--- src/kickerPkg.sv ---
package kickerPkg;

	// ==================================================
	// averaging window
	// ==================================================

	// log2 of the window depth
	// mean is the running sum shifted right by this
	localparam int windowLog2 = 5;

	// samples per moving average
	localparam int windowDepth = 1 << windowLog2;

	// ==================================================
	// data widths
	// ==================================================

	// rise-to-rise period in clock cycles
	typedef logic [18:0] periodT;

	// pulser elapsed time taken at a beam falling edge
	typedef logic [17:0] offsetT;

	// running sum of one window
	// wide enough for 32 full-scale periods
	typedef logic [23:0] sumT;

	// kicker on/off ratio in pulser cycles
	typedef logic [6:0] ratioT;

	// ==================================================
	// kicker sequencer states
	// ==================================================

	// idle right after reset
	// waitAverages until all three windows are full
	// faultState is left only through reset
	typedef enum logic [2:0]
	{
		idleState,
		waitAveragesState,
		kickerOffState,
		kickerOnState,
		faultState
	} kickerStateT;

endpackage

--- src/edgeIntervalTimer.sv ---
`timescale 1ns/1ps

module edgeIntervalTimer
(
	input  logic              CLOCK_80MHZ,
	input  logic              resetButton,
	input  logic              rawSignal,
	output logic              riseStrobe,
	output logic              fallStrobe,
	output logic              periodValid,
	output kickerPkg::periodT period,
	output kickerPkg::offsetT elapsed
);

	localparam int periodWidth = $bits(kickerPkg::periodT);
	localparam int offsetWidth = $bits(kickerPkg::offsetT);
	localparam kickerPkg::periodT countMax = '1;

	// synchronizer and edge history
	logic syncStage0;
	logic syncStage1;
	logic syncPrev;

	logic riseDetect;
	logic fallDetect;

	// no period until a first rise has been seen
	logic seenRise;

	// cycles since the last rise
	kickerPkg::periodT count;
	kickerPkg::periodT countPlusOne;

	// ==================================================
	// input synchronizer
	// ==================================================

	// two flops for metastability, third for edge history
	always_ff @(posedge CLOCK_80MHZ)
	begin
		syncStage0 <= rawSignal;
		syncStage1 <= syncStage0;
		syncPrev <= syncStage1;
	end

	assign riseDetect = syncStage1 & ~syncPrev;
	assign fallDetect = ~syncStage1 & syncPrev;

	// saturating next count
	assign countPlusOne = (count == countMax) ? countMax : count + kickerPkg::periodT'(1);

	// ==================================================
	// strobes and interval counter
	// ==================================================

	always_ff @(posedge CLOCK_80MHZ)
	begin
		if (resetButton)
		begin
			riseStrobe <= 1'b0;
			fallStrobe <= 1'b0;
			periodValid <= 1'b0;
			seenRise <= 1'b0;
			count <= '0;
		end
		else
		begin
			// strobes land 3 edges after the raw change
			riseStrobe <= riseDetect;
			fallStrobe <= fallDetect;
			// first rise after reset has no previous rise to measure from
			periodValid <= riseDetect & seenRise;
			if (riseDetect)
				seenRise <= 1'b1;
			// restart so elapsed reads 1 right after the strobe
			if (riseStrobe)
				count <= kickerPkg::periodT'(1);
			else if (seenRise)
				count <= countPlusOne;
		end
	end

	// count here is one short of the finished period
	always_ff @(posedge CLOCK_80MHZ)
	begin
		if (riseDetect)
			period <= countPlusOne;
	end

	// clamp to the narrower offset width
	assign elapsed = (|count[periodWidth-1:offsetWidth]) ? '1 : count[offsetWidth-1:0];

	// a synchronized level cannot rise and fall in one cycle
	strobesExclusive: assert property (@(posedge CLOCK_80MHZ) disable iff (resetButton)
		!(riseStrobe && fallStrobe))
		else $error("rise and fall strobes high together");

endmodule

--- src/slidingWindowSum.sv ---
`timescale 1ns/1ps

module slidingWindowSum
#(
	parameter type sampleT = kickerPkg::periodT,
	// power of two so the mean is a plain shift
	parameter int depth = kickerPkg::windowDepth
)
(
	input  logic            CLOCK_80MHZ,
	input  logic            resetButton,
	input  logic            push,
	input  sampleT          sample,
	output kickerPkg::sumT  sum,
	output sampleT          mean,
	output logic            full
);

	localparam int indexWidth = $clog2(depth);
	localparam logic [indexWidth-1:0] lastIndex = indexWidth'(depth - 1);

	// circular sample store
	sampleT store [depth];

	// next slot to write, also counts pushes until full
	logic [indexWidth-1:0] writeIndex;
	logic [indexWidth-1:0] newestIndex;

	// new and evicted samples at sum width
	kickerPkg::sumT sampleWide;
	kickerPkg::sumT evictedWide;

	assign newestIndex = writeIndex - indexWidth'(1);
	assign sampleWide = kickerPkg::sumT'(sample);

	// nothing to evict until the window has wrapped once
	assign evictedWide = full ? kickerPkg::sumT'(store[writeIndex]) : '0;

	// ==================================================
	// sample store
	// ==================================================

	always_ff @(posedge CLOCK_80MHZ)
	begin
		if (push)
			store[writeIndex] <= sample;
	end

	// ==================================================
	// running sum and fill tracking
	// ==================================================

	always_ff @(posedge CLOCK_80MHZ)
	begin
		if (resetButton)
		begin
			sum <= '0;
			writeIndex <= '0;
			full <= 1'b0;
		end
		else if (push)
		begin
			// add newest, drop the one being overwritten
			sum <= sum + sampleWide - evictedWide;
			// wraps naturally at a power-of-two depth
			writeIndex <= writeIndex + indexWidth'(1);
			// set on the last slot of the first pass
			if (writeIndex == lastIndex)
				full <= 1'b1;
		end
	end

	// divide by depth
	assign mean = sampleT'(sum >> indexWidth);

	// samples are unsigned so the sum holds at least the newest one
	sumCoversNewest: assert property (@(posedge CLOCK_80MHZ) disable iff (resetButton)
		full |-> sum >= kickerPkg::sumT'(store[newestIndex]))
		else $error("window sum below newest sample");

endmodule

--- src/kickerSequencer.sv ---
`timescale 1ns/1ps

module kickerSequencer
(
	input  logic              CLOCK_80MHZ,
	input  logic              resetButton,
	input  logic              averagesReady,
	input  kickerPkg::offsetT offsetMean,
	input  kickerPkg::offsetT pulserElapsed,
	input  logic              pulserRise,
	input  logic              beamRise,
	input  logic              beamOn,
	input  kickerPkg::ratioT  onRatio,
	input  kickerPkg::ratioT  offRatio,
	output logic              kickTrigger,
	output logic              fault
);

	kickerPkg::kickerStateT state;
	kickerPkg::kickerStateT nextState;

	// once per pulser period at the averaged beam phase
	logic phaseMatch;

	// matches counted in the current on or off interval
	kickerPkg::ratioT matchCount;

	// beam rises minus pulser rises
	logic signed [2:0] balance;
	logic balanceFault;

	assign phaseMatch = averagesReady && (pulserElapsed == offsetMean);

	// trains more than one cycle apart
	assign balanceFault = (balance > 3'sd1) || (balance < -3'sd1);

	// ==================================================
	// lockstep monitor
	// ==================================================

	always_ff @(posedge CLOCK_80MHZ)
	begin
		if (resetButton)
			balance <= '0;
		// both rising together leaves the balance alone
		else if (beamRise && !pulserRise && balance != 3'sd3)
			balance <= balance + 3'sd1;
		else if (pulserRise && !beamRise && balance != -3'sd4)
			balance <= balance - 3'sd1;
	end

	// ==================================================
	// next state
	// ==================================================

	always_comb
	begin
		nextState = state;
		case (state)
			kickerPkg::idleState:
				nextState = kickerPkg::waitAveragesState;
			kickerPkg::waitAveragesState:
			begin
				if (averagesReady)
					nextState = kickerPkg::kickerOffState;
			end
			kickerPkg::kickerOffState:
			begin
				// kicks only start while beam is on
				if (phaseMatch && matchCount == offRatio && beamOn)
					nextState = kickerPkg::kickerOnState;
			end
			kickerPkg::kickerOnState:
			begin
				// an interval already on always runs to its end
				if (phaseMatch && matchCount == onRatio)
					nextState = kickerPkg::kickerOffState;
			end
			kickerPkg::faultState:
				nextState = kickerPkg::faultState;
			default:
				nextState = kickerPkg::idleState;
		endcase
		// drift overrides every other transition
		if (balanceFault)
			nextState = kickerPkg::faultState;
	end

	// ==================================================
	// state, ratio counter and trigger
	// ==================================================

	always_ff @(posedge CLOCK_80MHZ)
	begin
		if (resetButton)
		begin
			state <= kickerPkg::idleState;
			matchCount <= kickerPkg::ratioT'(1);
			kickTrigger <= 1'b0;
		end
		else
		begin
			state <= nextState;
			// registered from next state so it moves with the state
			kickTrigger <= (nextState == kickerPkg::kickerOnState);
			if (nextState != state)
				matchCount <= kickerPkg::ratioT'(1);
			else if (phaseMatch)
			begin
				// off interval done with beam off, start a new one
				if (state == kickerPkg::kickerOffState && matchCount == offRatio)
					matchCount <= kickerPkg::ratioT'(1);
				else if (state == kickerPkg::kickerOffState || state == kickerPkg::kickerOnState)
					matchCount <= matchCount + kickerPkg::ratioT'(1);
			end
		end
	end

	assign fault = (state == kickerPkg::faultState);

	// trigger is forced low on the same edge that enters fault
	noKickInFault: assert property (@(posedge CLOCK_80MHZ)
		state == kickerPkg::faultState |-> !kickTrigger)
		else $error("kick trigger high while in fault");

	// only reset leaves the fault state
	faultSticky: assert property (@(posedge CLOCK_80MHZ)
		(state == kickerPkg::faultState && !resetButton) |=> state == kickerPkg::faultState)
		else $error("fault state left without reset");

endmodule

--- src/kickerTrigger.sv ---
`timescale 1ns/1ps

module kickerTrigger
#(
	// window depth is 2**depthLog2
	parameter int depthLog2 = kickerPkg::windowLog2
)
(
	input  logic              CLOCK_80MHZ,
	input  logic              resetButton,
	input  logic              beamSignal,
	input  logic              pulserSignal,
	input  logic              beamOn,
	input  kickerPkg::ratioT  onRatio,
	input  kickerPkg::ratioT  offRatio,
	output logic              kickTrigger,
	output logic              fault,
	output logic              averagesReady,
	output kickerPkg::periodT meanBeamPeriod,
	output kickerPkg::periodT meanPulserPeriod
);

	localparam int windowSize = 1 << depthLog2;

	// beam train timing
	logic beamRise;
	logic beamFall;
	logic beamPeriodValid;
	kickerPkg::periodT beamPeriod;

	// pulser train timing
	logic pulserRise;
	logic pulserPeriodValid;
	kickerPkg::periodT pulserPeriod;
	kickerPkg::offsetT pulserElapsed;

	// offset sample only once the pulser has a reference rise
	logic offsetPush;

	logic beamFull;
	logic pulserFull;
	logic offsetFull;
	kickerPkg::offsetT offsetMean;

	// ==================================================
	// edge timers
	// ==================================================

	edgeIntervalTimer beamTimer
	(
		.CLOCK_80MHZ (CLOCK_80MHZ),
		.resetButton (resetButton),
		.rawSignal   (beamSignal),
		.riseStrobe  (beamRise),
		.fallStrobe  (beamFall),
		.periodValid (beamPeriodValid),
		.period      (beamPeriod),
		.elapsed     ()
	);

	edgeIntervalTimer pulserTimer
	(
		.CLOCK_80MHZ (CLOCK_80MHZ),
		.resetButton (resetButton),
		.rawSignal   (pulserSignal),
		.riseStrobe  (pulserRise),
		.fallStrobe  (),
		.periodValid (pulserPeriodValid),
		.period      (pulserPeriod),
		.elapsed     (pulserElapsed)
	);

	// elapsed stays 0 until the first pulser rise
	assign offsetPush = beamFall && (pulserElapsed != '0);

	// ==================================================
	// moving averages
	// ==================================================

	slidingWindowSum #(.sampleT(kickerPkg::periodT), .depth(windowSize)) beamWindow
	(
		.CLOCK_80MHZ (CLOCK_80MHZ),
		.resetButton (resetButton),
		.push        (beamPeriodValid),
		.sample      (beamPeriod),
		.sum         (),
		.mean        (meanBeamPeriod),
		.full        (beamFull)
	);

	slidingWindowSum #(.sampleT(kickerPkg::periodT), .depth(windowSize)) pulserWindow
	(
		.CLOCK_80MHZ (CLOCK_80MHZ),
		.resetButton (resetButton),
		.push        (pulserPeriodValid),
		.sample      (pulserPeriod),
		.sum         (),
		.mean        (meanPulserPeriod),
		.full        (pulserFull)
	);

	// phase of the beam fall within the pulser cycle
	slidingWindowSum #(.sampleT(kickerPkg::offsetT), .depth(windowSize)) offsetWindow
	(
		.CLOCK_80MHZ (CLOCK_80MHZ),
		.resetButton (resetButton),
		.push        (offsetPush),
		.sample      (pulserElapsed),
		.sum         (),
		.mean        (offsetMean),
		.full        (offsetFull)
	);

	assign averagesReady = beamFull & pulserFull & offsetFull;

	// ==================================================
	// kicker sequencing
	// ==================================================

	kickerSequencer sequencer
	(
		.CLOCK_80MHZ   (CLOCK_80MHZ),
		.resetButton   (resetButton),
		.averagesReady (averagesReady),
		.offsetMean    (offsetMean),
		.pulserElapsed (pulserElapsed),
		.pulserRise    (pulserRise),
		.beamRise      (beamRise),
		.beamOn        (beamOn),
		.onRatio       (onRatio),
		.offRatio      (offRatio),
		.kickTrigger   (kickTrigger),
		.fault         (fault)
	);

endmodule

--- config.mk ---
export PLATFORM = sky130hd
export DESIGN_NAME = kickerTrigger
export DESIGN_NICKNAME = d
export VERILOG_FILES = /design/src/kickerPkg.sv /design/src/edgeIntervalTimer.sv /design/src/slidingWindowSum.sv /design/src/kickerSequencer.sv /design/src/kickerTrigger.sv
export SDC_FILE = /design/constraint.sdc
export NUM_CORES = 2
export LEC_CHECK = 0
export ABC_AREA = 0
export ABC_CLOCK_PERIOD_IN_PS = 9400
export BUFFER_PORTS_ARGS = -buffer_cell sky130_fd_sc_hd__buf_2
export CAP_MARGIN = 40
export CORE_AREA = 3 3 414 457
export DETAILED_ROUTE_END_ITERATION = 10
export DIE_AREA = 0 0 417 460
export GPL_TIMING_DRIVEN = 0
export PLACE_DENSITY = 0.65
export SYNTH_ARGS = -nofsm -noshare
export SYNTH_HDL_FRONTEND = slang
export SYNTH_SLANG_ARGS = --single-unit
--- constraint.sdc ---
create_clock -name CLOCK_80MHZ -period 9.4 [get_ports CLOCK_80MHZ]
set_input_delay 0.94 -clock CLOCK_80MHZ [delete_from_list [all_inputs] [get_ports CLOCK_80MHZ]]
set_output_delay 0.94 -clock CLOCK_80MHZ [all_outputs]
set_load 0.03 [all_outputs]
* Word level (Yosys, flattened, before mapping)
Memories as Yosys holds them, arrays and structs flattened. A register that Yosys moved wholly into a read port is not among the register bits. Index checks and enable logic that the tools add are counted.
Word-level totals: bits in writable memories 1792, output and inout port bits 41, register bits 193, memories kept 3, logic and storage cells 135, input bits 19
Cells by class: equal/unequal tests 16, bitwise gates (word level) 10, add/subtract/negate cells 14, multiplexer cells 31, magnitude comparators 2, reduce and logical (&&, ||, !) cells 27
Memories:
- beamWindow.store | words 32, bits a word 19, rd ports 1, clocked after Yosys merged registers in 1, wr ports 1, line slidingWindowSum.sv:23 | sampleT store [depth];
- pulserWindow.store | words 32, bits a word 19, rd ports 1, clocked after Yosys merged registers in 1, wr ports 1, line slidingWindowSum.sv:23
- offsetWindow.store | words 32, bits a word 18, rd ports 1, clocked after Yosys merged registers in 1, wr ports 1, line slidingWindowSum.sv:23
Operators with widths (number):
- 19-bit two-way mux | 4
- 24-bit subtractor | 3
- 24-bit by 19-bit adder with 24-bit output | 2
- 19-bit by 1-bit adder with 19-bit output, second input constant | 2
- 19-bit == test, second input constant | 2
- 18-bit two-way mux | 2
- 5-bit two-way mux | 6
- 24-bit by 18-bit adder with 24-bit output | 1
- 18-bit == test | 1
- 3-bit two-way mux | 6
- 18-bit nonzero test | 1
- 5-bit by 1-bit adder with 5-bit output, second input constant | 3
- 5-bit == test, second input constant | 3
- 3-bit case mux with 5 select lines | 1
- 7-bit == test | 2
- 7-bit two-way mux | 2
- 1-bit logical AND | 10
- 1-bit two-way mux | 10
- 3-bit by 2-bit == test with 1-bit output, second input constant | 3
- 2-bit AND reduction | 4
- 2-bit nonzero test | 4
- 7-bit by 1-bit adder with 7-bit output, second input constant | 1
- 1-bit bitwise AND | 7
- 3-bit != test, second input constant | 2
- other kinds (12) | 18

* Logic depth before layout (Yosys ltp)
depth after elaboration 10, depth in mapped cells 19, mapped depth without buffers 16

* Cells and area by module
Synthesis repeated with hierarchy kept, for this count alone.
Unflattened totals: cells, all modules 4600, area total of the unflattened synthesis 84144.5 µm²
Modules (own cells, without submodules):
- slidingWindowSum at beamWindow | times used 1, cells each 1346, seq. area each 18958.2 µm², area an instance 26591.8 µm²
- slidingWindowSum at pulserWindow | times used 1, cells each 1355, seq. area each 18958.2 µm², area an instance 26589.3 µm²
- slidingWindowSum at offsetWindow | times used 1, cells each 1281, seq. area each 17997.3 µm², area an instance 25230.4 µm²
- edgeIntervalTimer | times used 2, cells each 222, seq. area each 1091.0 µm², area an instance 2145.8 µm²
- kickerSequencer | times used 1, cells each 167, seq. area each 280.3 µm², area an instance 1392.6 µm²
- kickerTrigger | times used 1, cells each 7, seq. area each 0.0 µm², area an instance 48.8 µm²

* Worst setup path after synthesis
OpenSTA, ideal clock, no wires.
kind register -> register, start register (tool-made name), end register beamWindow.sum[22], clock period less this slack 4.898 ns, required time 9.254 ns, data arrival time 4.753 ns, path buffers 3, path slack 4.502 ns, library setup time 0.146 ns, cell stages (with the launch flop) 20, cells stage by stage dfxtp_1 clkbuf_1 clkbuf_1 buf_2 mux4_2 mux4_2 mux2i_1 nor2b_1 ha_1 inv_1 ha_1 fa_1 a21o_1 a211oi_1 o21ai_0 a21oi_1 o31ai_1 a41oi_1 mux2i_1 o311ai_0
RTL lines:
- end signal: assignment | line slidingWindowSum.sv:64 | sum <= sum + sampleWide - evictedWide;
- end: declaration | line slidingWindowSum.sv:14 | output kickerPkg::sumT sum,

==> flow_summary.json <==
{
  "status": "finished, final reports clean",
  "min_period_ns": 6.596,
  "swShare": 0.2114,
  "coreArea_um2": 185500,
  "irDropWorstVdd_uv": 205.7,
  "p_clk_frac": 0.421,
  "grt-ovfl-total": 0,
  "drt_iter0_markers": 4291,
  "clock_latency_ns": 0.84,
  "netlist_area_um2": 82930,
  "dp_hpwl_um": 142500,
  "die_y_um": 460,
  "internal-power_mw": 14.19,
  "worstHoldStart": "pulserSignal",
  "ys_async_sr_fraction": 0,
  "reg2reg_setup_slack_ns": 2.80,
  "drc_errors": 0,
  "maxCapViolCount": 0,
  "power_density_nw_per_um2": 187.1,
  "worstPathCellList": "clkbuf_1 > clkbuf_1 > buf_2 > mux4_2 > mux4_2 > mux2i_1 > nor2b_1 > fa_1 > inv_1 > fa_1 > a21o_1 > a211oi_1 > o21ai_0 > a21oi_1 > o31ai_1 > a41oi_1 > mux2i_1 > o311ai_0",
  "synthFlopType": "edfxtp_1",
  "clk_pin_slew_ns": 0.06,
  "hp-class": "in2reg",
  "final_cell_mix": "edfxtp_1, mux4_2, inv_1",
  "cts.hold.buffers_added": 0,
  "ff_latch_area_um2": 58340,
  "ys_seq_elements": 1999,
  "setup-violations-final": 0,
  "fp.dieW_um": 417,
  "max-slew-margin-rel": 0.3431,
  "area_growth_pct": 15.94,
  "routedWlPerCell_um": 26.99,
  "synth_seq_area_share": 0.7034,
  "max_freq_mhz": 151.6,
  "cp-start-kind": "flop",
  "htreeDepth": 4,
  "ys_warn_count": 0,
  "viasPerCell": 5.721,
  "num-nets-final": 5088,
  "finalCritPeriodShare": 0.7017,
  "path_class": "reg2reg",
  "critPathMaxFanout": 10,
  "rsz0062_at_grt": "no",
  "crit_family": "compound AO/OA/AOI/OAI gates",
  "grt_max_degree": 35,
  "cts-root-buf": "clkbuf_16",
  "routed_wl_um": 203000,
  "slowest_stage": "clkbuf_1",
  "antenna_found_initial": 6,
  "finalWeightedCongestion": 0.8761,
  "path_buf_inv": 4,
  "p_comb_frac": 0.039,
  "holdPathEnd": "pulserTimer.syncStage0$_DFF_P_",
  "cts_setup_buffers": 0,
  "synth_nets": 4628,
  "post_cts_resized": 0,
  "slowest_delay_ns": 0.64,
  "p_leak_nw": 30.93,
  "placed_cells": 7157,
  "stdcell_count": 7523,
  "drive_gt1_frac": 0.2638,
  "die_area_um2": 191800,
  "cts_sinks": 1999,
  "max_slew.worst_pin.slew_ns": 0.9853,
  "cts_buffer_depth": 3,
  "num_io_pins": 60,
  "dr.pass1.iters": 6,
  "syn_inst": 4460,
  "critPathRequiredTime_ns": 10.09,
  "placed_cell_area_um2": 89930,
  "synthMuxAreaShare": 0.1624,
  "synth-compound-area-share": 0.02518,
  "fp-row-count": 166,
  "p_switching_mw": 3.804,
  "cp.arrival_ns": 7.29,
  "final.fill_count": 14540,
  "grt_pass1_wl_um": 299300,
  "first_global_vias": 44020,
  "ff2ff_path_depth": 18,
  "fin_skew_ns": 0.06011,
  "drv_slew": 0,
  "cts_buffers": 196,
  "synth_xor_area_frac": 0.01246,
  "multi_input_area_um2": 22840,
  "via_count": 43040,
  "seq_power_share": 0.540,
  "hold_viol_final": 0,
  "synth_area_per_cell_um2": 18.59,
  "cts_tree": "yes",
  "synth_edf_count": 1830,
  "r2r-end": "beamWindow.sum[22]$_SDFFE_PP0P_",
  "fin_util": 0.5184,
  "critPathCaptureType": "flop",
  "synthAdderAreaFrac": 0.02755,
  "synth_top_family_by_area": "multiplexers",
  "final_antenna_net_count": 0,
  "final.setup.tns_ns": 0,
  "numPortBuffers": 59,
  "final_area_um2": 96150,
  "yosys.area_share.simple": 0.04303,
  "synth_cell_type_count": 87,
  "final_common_cell": "edfxtp_1",
  "worstHoldPathCells": 1,
  "grt_usage": 0.2138,
  "initial_core_util": 0.4471
}
-- area by class of cell --
| cell class | instances | area share |
|---|---|---|
| well taps | 2436 | 0.03170 |
| inverters | 261 | 0.01019 |
| plain buffers | 255 | 0.01223 |
| multi-input cells | 1945 | 0.2376 |
| flip-flops and latches | 1999 | 0.6067 |
| clock buffers | 270 | 0.05654 |
| clock inverters | 92 | 0.008029 |
| repair buffers | 262 | 0.03691 |
| diodes | 3 | 0.00007808 |
-- state kept, by name (all words and copies together) (netlist names), 7 cells and up, named ones only --
signal	flops
beamWindow.store	608
pulserWindow.store	608
offsetWindow.store	576
beamWindow.sum	24
pulserWindow.sum	24
offsetWindow.sum	23
beamTimer.count	19
beamTimer.period	19
pulserTimer.count	19
pulserTimer.period	19
sequencer.matchCount	7
-- worst max-delay path by stage --
stage               startpoint                                 to  slack (ns)  cells past startpoint
floorplan                 flop    beamWindow.sum[22]$_SDFFE_PP0P_        4.50                     19
global placement          flop  offsetWindow.sum[17]$_SDFFE_PP0P_        2.89                     18
detailed placement        flop    beamWindow.sum[22]$_SDFFE_PP0P_        2.84                     18
CTS                       flop  offsetWindow.sum[17]$_SDFFE_PP0P_        2.79                     17
global route              flop    beamWindow.sum[22]$_SDFFE_PP0P_        2.54                     18
finish                    flop    beamWindow.sum[22]$_SDFFE_PP0P_        2.80                     18
-- cell usage after synthesis, types with 43 or more instances --
master / count / share of area
nand2_1: 165 / 0.0075
dfxtp_1: 169 / 0.041
nor3_1: 44 / 0.0027
nor2_1: 238 / 0.011
xnor2_1: 65 / 0.0069
nand3_1: 43 / 0.0026
ha_1: 93 / 0.014
inv_1: 259 / 0.012
edfxtp_1: 1830 / 0.66
nor2b_1: 67 / 0.0051
xor2_1: 53 / 0.0056
mux4_2: 560 / 0.15
mux2i_1: 84 / 0.010
fa_1: 56 / 0.014
a21oi_1: 102 / 0.0062
buf_1: 45 / 0.0020
clkbuf_1: 129 / 0.0058
-- power by group through the flow --
stage	combinational [mW]	clock, mW	sequential (mW)
finish	0.706	7.57	9.72
global route	0.768	8.06	9.72
CTS	0.705	7.71	9.72
detailed placement	0.702	0	9.91
global placement	0.601	0	9.95
floorplan	0.453	0	9.90
-- worst reg2reg max path, stage by stage, from the launching register on --
cell and delay (ns):
dfxtp_1 0.30, clkbuf_1 0.45, clkbuf_1 0.64, buf_2 0.54, mux4_2 0.58, mux4_2 0.57
mux2i_1 0.21, nor2b_1 0.09, fa_1 0.48, inv_1 0.07, fa_1 0.40, a21o_1 0.20
a211oi_1 0.36, o21ai_0 0.21, a21oi_1 0.46, o31ai_1 0.16, a41oi_1 0.31, mux2i_1 0.25
o311ai_0 0.15
-- logic make-up (layout without fill, tap and decap cells) --
family,after synthesis,count (layout)
fa+ha+maj,149,149
buf+inv,516,1140
flops,1999,1999
compound gates,309,309
other cells,0,3
simple gates,724,724
xor+xnor,118,118
mux,645,645
-- per-layer routing --
layer,vias up,share of wire,routed length (um),global-route usage
met3,336,0.064,12990,0.03761
met4,4,0.034,6911,0.07155
li1,18520,-,-,-
met1,22640,0.40,81720,0.2854
met2,1539,0.50,101400,0.3575
met5,-,0.00013,27,0
-- per-stage QoR --
stage	power, mW	hold WS (ns)	worst slack, ns
final	17.99	0.2095	2.804
after global routing	18.55	0.1772	2.543
after CTS	18.13	0.1509	2.785
after detailed placement	10.61	0.3211	2.845
after global placement	10.55	0.3152	2.891
after floorplan	10.35	0.3096	4.502
No activity file was read; power rests on OpenSTA's default activity.
